<file path="config.mk">
export PLATFORM = sky130hd
export DESIGN_NAME = cell_fetcher_flat
export DESIGN_NICKNAME = d
export VERILOG_FILES = /design/src/design/vram_pkg.sv /design/src/design/display_pkg.sv /design/src/design/fetch_ctrl_if.sv /design/src/design/cell_fetcher.sv /design/src/flat_wrapper.sv
export SDC_FILE = /design/constraint.sdc
export NUM_CORES = 1
export LEC_CHECK = 0
export ABC_AREA = 0
export BUFFER_PORTS_ARGS = -buffer_cell sky130_fd_sc_hd__buf_4
export CORE_ASPECT_RATIO = 0.8
export CORE_MARGIN = 3
export CORE_UTILIZATION = 53
export CTS_CLUSTER_DIAMETER = 60
export CTS_CLUSTER_SIZE = 30
export DETAILED_ROUTE_END_ITERATION = 10
export PLACE_DENSITY = 0.9
export SLEW_MARGIN = 20
export SYNTH_ARGS = -nofsm -noshare
export SYNTH_HDL_FRONTEND = slang
export SYNTH_SLANG_ARGS = --single-unit
</file>
<file path="constraint.sdc">
create_clock -name clock -period 2.9 [get_ports clock]
set_input_delay 0.58 -clock clock [delete_from_list [all_inputs] [get_ports clock]]
set_output_delay 0.58 -clock clock [all_outputs]
set_load 0.02 [all_outputs]
</file>
<file path="src/design/vram_pkg.sv">
// Video RAM geometry shared by the memory, the bus slave and the fetcher
package vram_pkg;

    // Port A sees the memory as 4096 bytes
    localparam int byte_addr_width = 12;

    // Port B sees the same bytes as 2048 little-endian words
    localparam int word_addr_width = 11;

    localparam int byte_width = 8;
    localparam int word_width = 16;

endpackage

</file>
<file path="src/design/display_pkg.sv">
// Register map, display mode, cell layout and item widths of the display side
package display_pkg;

    // Bit 12 of the bus address selects register space
    localparam int wb_addr_width = 13;

    localparam int reg_addr_width = 3;

    // Register offsets within register space
    localparam logic [reg_addr_width-1:0] reg_ctrl    = 3'd0;
    localparam logic [reg_addr_width-1:0] reg_base_lo = 3'd1;
    localparam logic [reg_addr_width-1:0] reg_base_hi = 3'd2;
    localparam logic [reg_addr_width-1:0] reg_count   = 3'd3;
    localparam logic [reg_addr_width-1:0] reg_color   = 3'd4;
    localparam logic [reg_addr_width-1:0] reg_status  = 3'd5;

    localparam int item_code_width  = 8;
    localparam int item_color_width = 4;

    typedef enum logic {
        mode_text  = 1'b0,
        mode_pixel = 1'b1
    } display_mode_t;

    // Text cell with the attribute in the high byte and the glyph in the low byte
    typedef struct packed {
        logic [7:0] attr;
        logic [7:0] glyph;
    } text_cell_t;

    // One video word, read as a text cell or as two pixel bytes
    // Pixel element 0 is the low byte and is shown first
    typedef union packed {
        text_cell_t      text;
        logic [1:0][7:0] pixel;
    } display_cell_t;

endpackage

</file>
<file path="src/design/fetch_ctrl_if.sv">
// Control and status interface between the register block and the cell fetcher
`timescale 1ns/1ps

interface fetch_ctrl_if;
    import vram_pkg::*;
    import display_pkg::*;

    // Start and done are single-cycle pulses
    logic                        start;
    display_mode_t               mode;
    logic [word_addr_width-1:0]  base;
    logic [7:0]                  count;
    logic [item_color_width-1:0] color;
    logic                        busy;
    logic                        done;

    modport ctrl (
        output start,
        output mode,
        output base,
        output count,
        output color,
        input  busy,
        input  done
    );

    modport engine (
        input  start,
        input  mode,
        input  base,
        input  count,
        input  color,
        output busy,
        output done
    );

endinterface

</file>
<file path="src/design/cell_fetcher.sv">
// Word-address sequencer and cell decoder driving the display item stream
`timescale 1ns/1ps

module cell_fetcher (
    input  logic                                    clock,
    input  logic                                    rst,
    fetch_ctrl_if.engine                            fetch,

    output logic [vram_pkg::word_addr_width-1:0]     ram_addr_b,
    input  logic [vram_pkg::word_width-1:0]          ram_q_b,

    output logic                                    item_valid,
    input  logic                                    item_ready,
    output logic [display_pkg::item_code_width-1:0]  item_code,
    output logic [display_pkg::item_color_width-1:0] item_color
);
    import vram_pkg::*;
    import display_pkg::*;

    logic                        busy;
    logic                        done;
    logic [word_addr_width-1:0]  addr_cnt;
    // Count of 0 means 256, hence the extra bit
    logic [8:0]                  remaining;
    display_mode_t               run_mode;
    logic [item_color_width-1:0] run_color;

    // Set when a read went out last cycle and its word is on ram_q_b now
    logic                        rd_pending;
    display_cell_t               rd_cell;
    // Second stage for a word that arrives while the output is stalled
    display_cell_t               skid_q;
    logic                        skid_valid;
    // Output buffer holding one word and the half being shown
    display_cell_t               cell_q;
    logic                        out_valid;
    logic                        half;

    logic                        last_half;
    logic                        pop;
    logic                        load;
    logic [1:0]                  held;
    logic                        issue;
    logic                        finish;

    assign rd_cell   = ram_q_b;
    assign last_half = (run_mode == mode_text) || half;
    // Current word leaves the output buffer on this edge
    assign pop       = out_valid && item_ready && last_half;
    assign load      = !out_valid || pop;

    // Words that will still occupy the pipeline after this edge
    assign held  = {1'b0, rd_pending} + {1'b0, skid_valid} + {1'b0, out_valid && !pop};
    assign issue = busy && (remaining != 9'd0) && (held < 2'd2);

    assign finish = busy && (remaining == 9'd0) && !rd_pending && !skid_valid && pop;

    always_ff @(posedge clock) begin
        if (rst) begin
            busy       <= 1'b0;
            done       <= 1'b0;
            addr_cnt   <= '0;
            remaining  <= '0;
            run_mode   <= mode_text;
            run_color  <= '0;
            rd_pending <= 1'b0;
            skid_valid <= 1'b0;
            out_valid  <= 1'b0;
            half       <= 1'b0;
        end else begin
            done       <= finish;
            rd_pending <= issue;
            if (fetch.start && !busy) begin
                busy      <= 1'b1;
                addr_cnt  <= fetch.base;
                remaining <= (fetch.count == 8'd0) ? 9'd256 : {1'b0, fetch.count};
                run_mode  <= fetch.mode;
                run_color <= fetch.color;
            end else begin
                if (issue) begin
                    // Wraps at the top of the word space
                    addr_cnt  <= addr_cnt + 1'b1;
                    remaining <= remaining - 1'b1;
                end
                if (finish) begin
                    busy <= 1'b0;
                end
            end

            if (load) begin
                out_valid  <= skid_valid || rd_pending;
                half       <= 1'b0;
                skid_valid <= skid_valid && rd_pending;
            end else begin
                if (item_ready) begin
                    half <= 1'b1;
                end
                if (rd_pending) begin
                    skid_valid <= 1'b1;
                end
            end
        end
    end

    // Oldest word goes to the output first
    always_ff @(posedge clock) begin
        if (load) begin
            if (skid_valid) begin
                cell_q <= skid_q;
            end else if (rd_pending) begin
                cell_q <= rd_cell;
            end
        end
        if (rd_pending && (skid_valid || !load)) begin
            skid_q <= rd_cell;
        end
    end

    assign ram_addr_b = addr_cnt;
    assign fetch.busy = busy;
    assign fetch.done = done;

    assign item_valid = out_valid;
    assign item_code  = (run_mode == mode_text) ? cell_q.text.glyph : cell_q.pixel[half];
    assign item_color = (run_mode == mode_text) ? cell_q.text.attr[item_color_width-1:0]
                                                : run_color;

    a_item_stable : assert property (
        @(posedge clock) disable iff (rst)
        (item_valid && !item_ready) |=>
            (item_valid && $stable(item_code) && $stable(item_color))
    ) else $error("cell_fetcher: item changed under back-pressure");

endmodule

</file>
<file path="src/flat_wrapper.sv">
// flat-port wrapper written by rule: the top's interface ports become plain ports
module cell_fetcher_flat import vram_pkg::*; import display_pkg::*;
  (clock, rst, ram_addr_b, ram_q_b, item_valid, item_ready, item_code, item_color, fetch_start, fetch_mode, fetch_base, fetch_count, fetch_color, fetch_busy, fetch_done);
  fetch_ctrl_if fetch_i ();
  input  logic clock;
  input  logic rst;
  output logic [vram_pkg::word_addr_width-1:0] ram_addr_b;
  input  logic [vram_pkg::word_width-1:0] ram_q_b;
  output logic item_valid;
  input  logic item_ready;
  output logic [display_pkg::item_code_width-1:0] item_code;
  output logic [display_pkg::item_color_width-1:0] item_color;
  input wire logic [$bits(fetch_i.start)-1:0] fetch_start;
  input wire logic [$bits(fetch_i.mode)-1:0] fetch_mode;
  input wire logic [$bits(fetch_i.base)-1:0] fetch_base;
  input wire logic [$bits(fetch_i.count)-1:0] fetch_count;
  input wire logic [$bits(fetch_i.color)-1:0] fetch_color;
  output wire logic [$bits(fetch_i.busy)-1:0] fetch_busy;
  output wire logic [$bits(fetch_i.done)-1:0] fetch_done;
  assign fetch_i.start = fetch_start;
  assign fetch_i.mode = fetch_mode;
  assign fetch_i.base = fetch_base;
  assign fetch_i.count = fetch_count;
  assign fetch_i.color = fetch_color;
  assign fetch_busy = fetch_i.busy;
  assign fetch_done = fetch_i.done;
  cell_fetcher u_core (.clock(clock), .rst(rst), .fetch(fetch_i), .ram_addr_b(ram_addr_b), .ram_q_b(ram_q_b), .item_valid(item_valid), .item_ready(item_ready), .item_code(item_code), .item_color(item_color));
endmodule
</file>
==> metrics.md, run 1 <==
| Metric | Value |
|---|---|
| Switching pwr | `0.000631 W` |
| Reg2reg end | `u_core.ram_addr_b[8]$_SDFFE_PP0P_` |
| Die height | `between 70 and 80 um` |
| Post-synth cell types | `39` |
| Crit Reg-Reg Startpoint | `u_core.half$_SDFFE_PP0P_` |
| Core Region | `0.00518 mm2` |
| Num CTS Buffers | `9` |
| Syn Std Cell Area | `around 0.0029 mm2` |
| Final TNS setup | `0 ns` |
| Leakage Power | `1.42 nW` |
| Grt ovf | `0` |
| Max VDD drop | `0.000367 V` |
| Antenna Diode Count | `0` |
| Clk pin slew, worst setup/hold paths | `0.07 ns` |
| Postcts setup bufs | `0` |
| Die ar. | `0.00649 mm2` |
| Hold Buf Count CTS | `0` |
| Relative slew slack | `0.505` |
| Port bufs | `roughly 70` |
| Pwr dens | `a little under 600 mW/mm2` |
| Worst Path Required | `roughly 3.2 ns` |
| Unrepaired setup endpoints after global routing | `false` |
| Non-filler cells in the finished layout | `407` |
| Sinks on Clock Net | `63` |
| Number of detailed-route iterations in the first pass | `4` |
| Routability cong. | `~0.87` |
| DR vias | `2445` |
| Tmin final | `~2.6 ns` |
| Least-Margin Pin Slew | `0.741 ns` |
| Crit path buffers/inverters | `1` |
| R2R cell count | `9` |
| Part of the power in registers | `0.492` |
| Pins Over Slew Limit | `0` |
| Power share of the clock group | `0.292` |
| Net Sw Frac | `0.292` |
| Cells after DPL | `391` |
| Number of global-route vias before repair | `2369` |
| Min-Delay Path Class | `input pin to flop` |
| Startpoint Class | `flop` |
| Synthesized area per cell | `approximately 11 um2` |
| Crit-path cells | `nand2b_1, nand3_1, nand2_1, inv_1, ha_1, nor2b_1, o211ai_2, or4_1, a31oi_1` |
| Filler cell count | `375` |
| Starting Density | `0.568` |
| I/O pins | `70` |
| Nets | `approximately 390` |
| Mapped Cells | `265` |
| Rows | `23` |
| Layout Skew | `about 0.0058 ns` |
| WHS Endpoint | `u_core.skid_q[4]$_DFFE_PP_` |
| Final setup viols | `0` |
| Area grow syn2layout | `25.4%` |
| Crit. Startpoint | `u_core.half$_SDFFE_PP0P_` |
| Fmax | `slightly below 0.4 GHz` |
| CP endpoint kind | `flop` |
| Comb power frac | `0.216` |
| GRT Total Usage | `0.227` |
| Final hold vios | `0` |
| Ys Warns | `0` |
| Crit path kind | `flop to flop` |
| Period utilization | `0.880` |
| Die X | `89.3 um` |
| Crit-path max FO | `19` |
| Flops & latches, synth | `63` |
| Share of post-route cells with drive strength above 1 | `0.362` |
| Hold Crit Start | `ram_q_b[4]` |
| Vias/cell | `6.01` |
| Fin util | `0.712` |
| Hold path depth | `1` |
| Initial antenna violation count | `0` |
| Status | `completed` |
| WL final | `7100 um` |
| H-tree lvl count | `3` |
| Mapped Nets | `approximately 310` |
| CTS Root Buffer Type | `clkbuf_8` |
| First-pass GRT wire length | `11200 um` |
| CP peak stage delay | `0.62 ns` |
| FF-to-FF setup slack | `0.35 ns` |
| # DRC | `0` |
| Bufs on Longest Clock Path | `2` |
| Max_cap viols | `0` |
| DP HPWL | `5070 um` |
| Remaining antenna violation count | `0` |
| Post-cts resize count | `0` |
| Family with the most delay on the worst path | `simple AND/OR/NAND/NOR gates` |
| Pin count of the biggest net entering global routing | `33` |
| Slowest CP cell | `or4_1` |
| Seq/Total Area, Yosys | `0.538` |
| Internal power | `0.00153 W` |
| CP arrival | `2.82 ns` |
| Routed len/inst | `17.4 um` |
| DRT iter0 DRCs | `195` |
| CTS tree | `yes` |
| Skew-Pair Late Insertion Delay | `0.34 ns` |
[flip-flops by register name, summed over array words and instances (netlist names)]
register	count
u_core.skid_valid	1
u_core.rd_pending	1
u_core.remaining	9
u_core.run_color	4
u_core.cell_q	16
u_core.item_valid	1
u_core.ram_addr_b	11
u_core.run_mode	1
u_core.half	1
u_core.fetch.busy	1
u_core.skid_q	16
u_core.fetch.done	1
[stage by stage]
step	hold WS (ns)	worst slack [ns]	area, um2	power (W)
3_3_place_gp	0.442	0.372	3530	0.00152
2_1_floorplan	0.433	0.608	2940	0.00137
5_1_grt	0.406	0.106	3690	0.00226
3_5_place_dp	0.456	0.215	3530	0.00154
4_1_cts	0.411	0.375	3690	0.00216
6_report	0.421	0.348	3690	0.00216
[layout by cell type (no fill, tap or decap), drive strengths merged, types with 2 or more instances in the layout]
master	Yosys	layout
o2bb2ai	2	2
a2bb2oi	2	2
a21oi	12	12
mux2	28	28
or2	3	3
clkbuf	11	11
nand2b	5	5
o311ai	6	6
o21ai	3	3
nand3	12	12
a22oi	2	2
edfxtp	32	32
clkinv	0	4
o31a	3	3
ha	4	4
or4	6	6
nor2b	3	3
o22ai	4	4
inv	10	10
nor4	5	5
mux2i	6	6
and3	2	2
dfxtp	31	31
nor3	3	3
a31oi	9	9
buf	2	77
or3	2	2
nor2	11	11
a32oi	4	4
nand4	3	3
nand2	31	31
[routing by layer]
layer,vias up,global-route usage,share of wire
met1,1171,0.281,0.41
met3,16,0.0677,0.058
met5,-,0,0
met2,96,0.370,0.51
li1,1162,-,-
met4,0,0.0942,0.022
[worst max-delay path by stage]
stage	endpoint	slack, ns	depth (start not counted)
3_5_place_dp	u_core.ram_addr_b[9]$_SDFFE_PP0P_	0.22	9
2_1_floorplan	u_core.ram_addr_b[3]$_SDFFE_PP0P_	0.61	8
6_report	u_core.ram_addr_b[8]$_SDFFE_PP0P_	0.35	9
3_3_place_gp	u_core.ram_addr_b[8]$_SDFFE_PP0P_	0.37	9
4_1_cts	u_core.ram_addr_b[9]$_SDFFE_PP0P_	0.38	9
5_1_grt	u_core.ram_addr_b[9]$_SDFFE_PP0P_	0.11	9
[power groups by stage]
stage          Combinational [W]  Sequential [W]  Clock, W
3_3_place_gp            0.000442         0.00108         0
3_5_place_dp            0.000461         0.00108         0
2_1_floorplan           0.000283         0.00109         0
4_1_cts                 0.000465         0.00106  0.000637
5_1_grt                 0.000507         0.00107  0.000680
6_report                0.000467         0.00107  0.000632
[cell families (layout without fill, tap and decap cells)]
| family | after synthesis | count (layout) | share of synthesized area |
|---|---|---|---|
| compound gates | 53 | 53 | 0.129 |
| buf+inv | 23 | 103 | 0.0357 |
| simple gates | 88 | 88 | 0.153 |
| fa+ha+maj | 4 | 4 | 0.0170 |
| mux | 34 | 34 | 0.128 |
| flops | 63 | 63 | 0.538 |
[synth_stat cells]
cell type  count  area share
a211o_1        1      0.0030
a211oi_2       1      0.0043
a21oi_1       12       0.020
a22oi_1        2      0.0051
a2bb2oi_1      2      0.0060
a31oi_1        9       0.019
a32oi_1        4       0.012
and3_1         2      0.0043
buf_6          1      0.0038
buf_8          1      0.0051
clkbuf_1      11       0.014
dfxtp_1       31        0.21
edfxtp_1      32        0.33
ha_1           4       0.017
inv_1         10       0.013
mux2_2        28        0.11
mux2i_1        6       0.020
nand2_1       31       0.040
nand2b_1       5       0.011
nand3_1       12       0.020
nand4_1        3      0.0064
nor2_1        11       0.014
nor2b_1        3      0.0064
nor3_1         3      0.0051
nor4_1         5       0.011
nor4b_2        1      0.0051
o2111ai_1      1      0.0030
o211ai_2       1      0.0043
o21ai_0        3      0.0051
o22ai_1        4      0.0085
o2bb2ai_1      2      0.0060
o311ai_0       6       0.018
o31a_1         3      0.0089
o31ai_1        1      0.0026
o32ai_1        1      0.0030
or2_2          3      0.0064
or3_1          2      0.0043
or4_1          6       0.015
or4b_4         1      0.0047
[cell type report]
type                            count  area, um2  share of cell area
Clock buffer                       11        131              0.0356
Clock inverter                      5       26.3             0.00713
Inverter                           10       37.5              0.0102
Multi-Input combinational cell    179       1250               0.340
Sequential cell                    63       1580               0.429
Tap cell                           62       77.6              0.0210
Timing Repair Buffer               77        578               0.157
No activity file was read; power rests on OpenSTA's default activity.
==> inputs of run 2 (changes only) <==
--- a/config.mk
+++ b/config.mk
@@ -9,11 +9,13 @@
 export BUFFER_PORTS_ARGS = -buffer_cell sky130_fd_sc_hd__buf_4
 export CORE_ASPECT_RATIO = 0.8
 export CORE_MARGIN = 3
-export CORE_UTILIZATION = 53
+export CORE_UTILIZATION = 43
 export CTS_CLUSTER_DIAMETER = 60
 export CTS_CLUSTER_SIZE = 30
 export DETAILED_ROUTE_END_ITERATION = 10
-export PLACE_DENSITY = 0.9
+export MAX_ROUTING_LAYER = met4
+export PLACE_DENSITY = 0.77
+export REMOVE_ABC_BUFFERS = 1
 export SLEW_MARGIN = 20
 export SYNTH_ARGS = -nofsm -noshare
 export SYNTH_HDL_FRONTEND = slang
==> metrics.md, run 2 (synthesis results as in run 1) <==
| Metric | Value |
|---|---|
| Post-cts resize count | `0` |
| Die height | `between 70 and 80 um` |
| WL final | `around 6800 um` |
| Starting Density | `0.452` |
| Leakage Power | `roughly 1.5 nW` |
| M1 WL | `2930 um` |
| CTS Root Buffer Type | `clkbuf_8` |
| I/O pins | `70` |
| Pwr dens | `621 mW/mm2` |
| GRT Total Usage | `0.180` |
| H-tree lvl count | `3` |
| Bufs on Longest Clock Path | `2` |
| Commonest non-fill, non-tap cell in the layout | `buf_4` |
| Pins Over Slew Limit | `0` |
| Worst Path Required | `3.16 ns` |
| Die X | `98.5 um` |
| DP HPWL | `4710 um` |
| First-pass GRT wire length | `11000 um` |
| Filler cell count | `548` |
| Unrepaired setup endpoints after global routing | `false` |
| Status | `completed` |
| Crit path buffers/inverters | `1` |
| Startpoint Class | `flop` |
| Final hold vios | `0` |
| CP endpoint kind | `flop` |
| Least-Margin Pin Slew | `around 0.94 ns` |
| Max_cap viols | `0` |
| CTS tree | `yes` |
| Num CTS Buffers | `9` |
| Hold Buf Count CTS | `0` |
| Final setup viols | `0` |
| Vias/cell | `roughly 5.4` |
| Max VDD drop | `0.000252 V` |
| CP peak stage delay | `0.58 ns` |
| Number of detailed-route iterations in the first pass | `4` |
| Met2 wire len | `3350 um` |
| Tmin final | `2.43 ns` |
| Rows | `26` |
| Met3 wire length | `approximately 420 um` |
| # DRC | `0` |
| Min-Delay Path Class | `input pin to flop` |
| Antenna Diode Count | `0` |
| DR vias | `roughly 2300` |
| Share of post-route cells with drive strength above 1 | `0.368` |
| Postcts setup bufs | `0` |
| Routability cong. | `roughly 0.92` |
| Final TNS setup | `0 ns` |
| Remaining antenna violation count | `0` |
| Port bufs | `69` |
| Sinks on Clock Net | `63` |
| Hold_ws | `0.439 ns` |
| Core Region | `between 0.006 and 0.007 mm2` |
| CP arrival | `about 2.7 ns` |
| Most frequent cells in the layout | `buf_4, edfxtp_1, nand2_1, dfxtp_1, mux2_2` |
| Nets | `388` |
| Area grow syn2layout | `28.3%` |
| Grt ovf | `0` |
| Number of global-route vias before repair | `2257` |
| Initial antenna violation count | `0` |
| Relative slew slack | `0.368` |
| Layout Skew | `approximately 0.0088 ns` |
| Skew-Pair Late Insertion Delay | `0.32 ns` |
| Crit-path cells | `nand2b_1, nand3_1, nand2_1, inv_1, ha_1, nor2b_1, o211ai_2, or4_1, a31oi_1` |
| Routed len/inst | `around 16 um` |
| Fmax | `0.411 GHz` |
| DR top layer | `met4` |
| Die ar. | `0.00788 mm2` |
| Clk pin slew, worst setup/hold paths | `around 0.07 ns` |
| Crit path kind | `flop to flop` |
| Period utilization | `0.839` |
| Crit-path max FO | `18` |
| DRT iter0 DRCs | `about 120` |
| Slowest CP cell | `or4_1` |
| Pin count of the biggest net entering global routing | `33` |
| Family with the most delay on the worst path | `simple AND/OR/NAND/NOR gates` |
==> run 2: cell count changes in the layout (fill, tap and decap cells not counted) <==
cell        change
clkbuf_8        +1
nor2b_1         -1
clkinv_2        -1
bufinv_16       +2
nor2b_2         +1
clkinv_1        -1
clkinvlp_4      -1
==> run 2: power by group <==
part           internal [W]  switching (W)
Combinational      0.000216       0.000246
Sequential          0.00101      0.0000499
Clock              0.000505       0.000312
Total               0.00174       0.000608
==> run 2: cell type report <==
class / instances / area (um2) / area share
multi-input combinational: 179 / 1260 / 0.333
clock buffer: 12 / 145 / 0.0384
sequential: 63 / 1580 / 0.419
clock inverter: 4 / 70.1 / 0.0186
timing repair buffer: 77 / 578 / 0.153
inverter: 10 / 37.5 / 0.00994
tap: 84 / 105 / 0.0278
==> run 2: worst paths after layout <==
kind | startpoint | endpoint | slack (ns) | depth (start not counted)
worst max-delay path | u_core.half$_SDFFE_PP0P_ | u_core.ram_addr_b[8]$_SDFFE_PP0P_ | 0.47 | 9
worst min-delay path | ram_q_b[14] | u_core.skid_q[14]$_DFFE_PP_ | 0.44 | 1
worst max register to register | u_core.half$_SDFFE_PP0P_ | u_core.ram_addr_b[8]$_SDFFE_PP0P_ | 0.47 | 9
worst min register to register | u_core.run_color[2]$_SDFFE_PP0P_ | u_core.run_color[2]$_SDFFE_PP0P_ | 0.46 | 2
==> run 2: metrics by stage <==
| step | cells | instance area, um2 | worst slack, ns | power, W | util |
|---|---|---|---|---|---|
| global route | 429 | 3770 | 0.226 | 0.00245 | 0.580 |
| detailed placement | 413 | 3560 | 0.306 | 0.00154 | 0.547 |
| floorplan | 252 | 2870 | 0.520 | 0.00135 | - |
| global placement | 413 | 3560 | 0.367 | 0.00153 | 0.547 |
| finish | 429 | 3770 | 0.466 | 0.00234 | 0.580 |
| CTS | 429 | 3770 | 0.514 | 0.00237 | 0.580 |
==> run 2: metal layers <==
| metal | track usage | vias to the layer above |
|---|---|---|
| met1 | 0.231 | 1094 |
| met3 | 0.0410 | 6 |
| met4 | 0.0559 | 0 |
| met5 | - | - |
| met2 | 0.285 | 78 |
| li1 | - | 1156 |
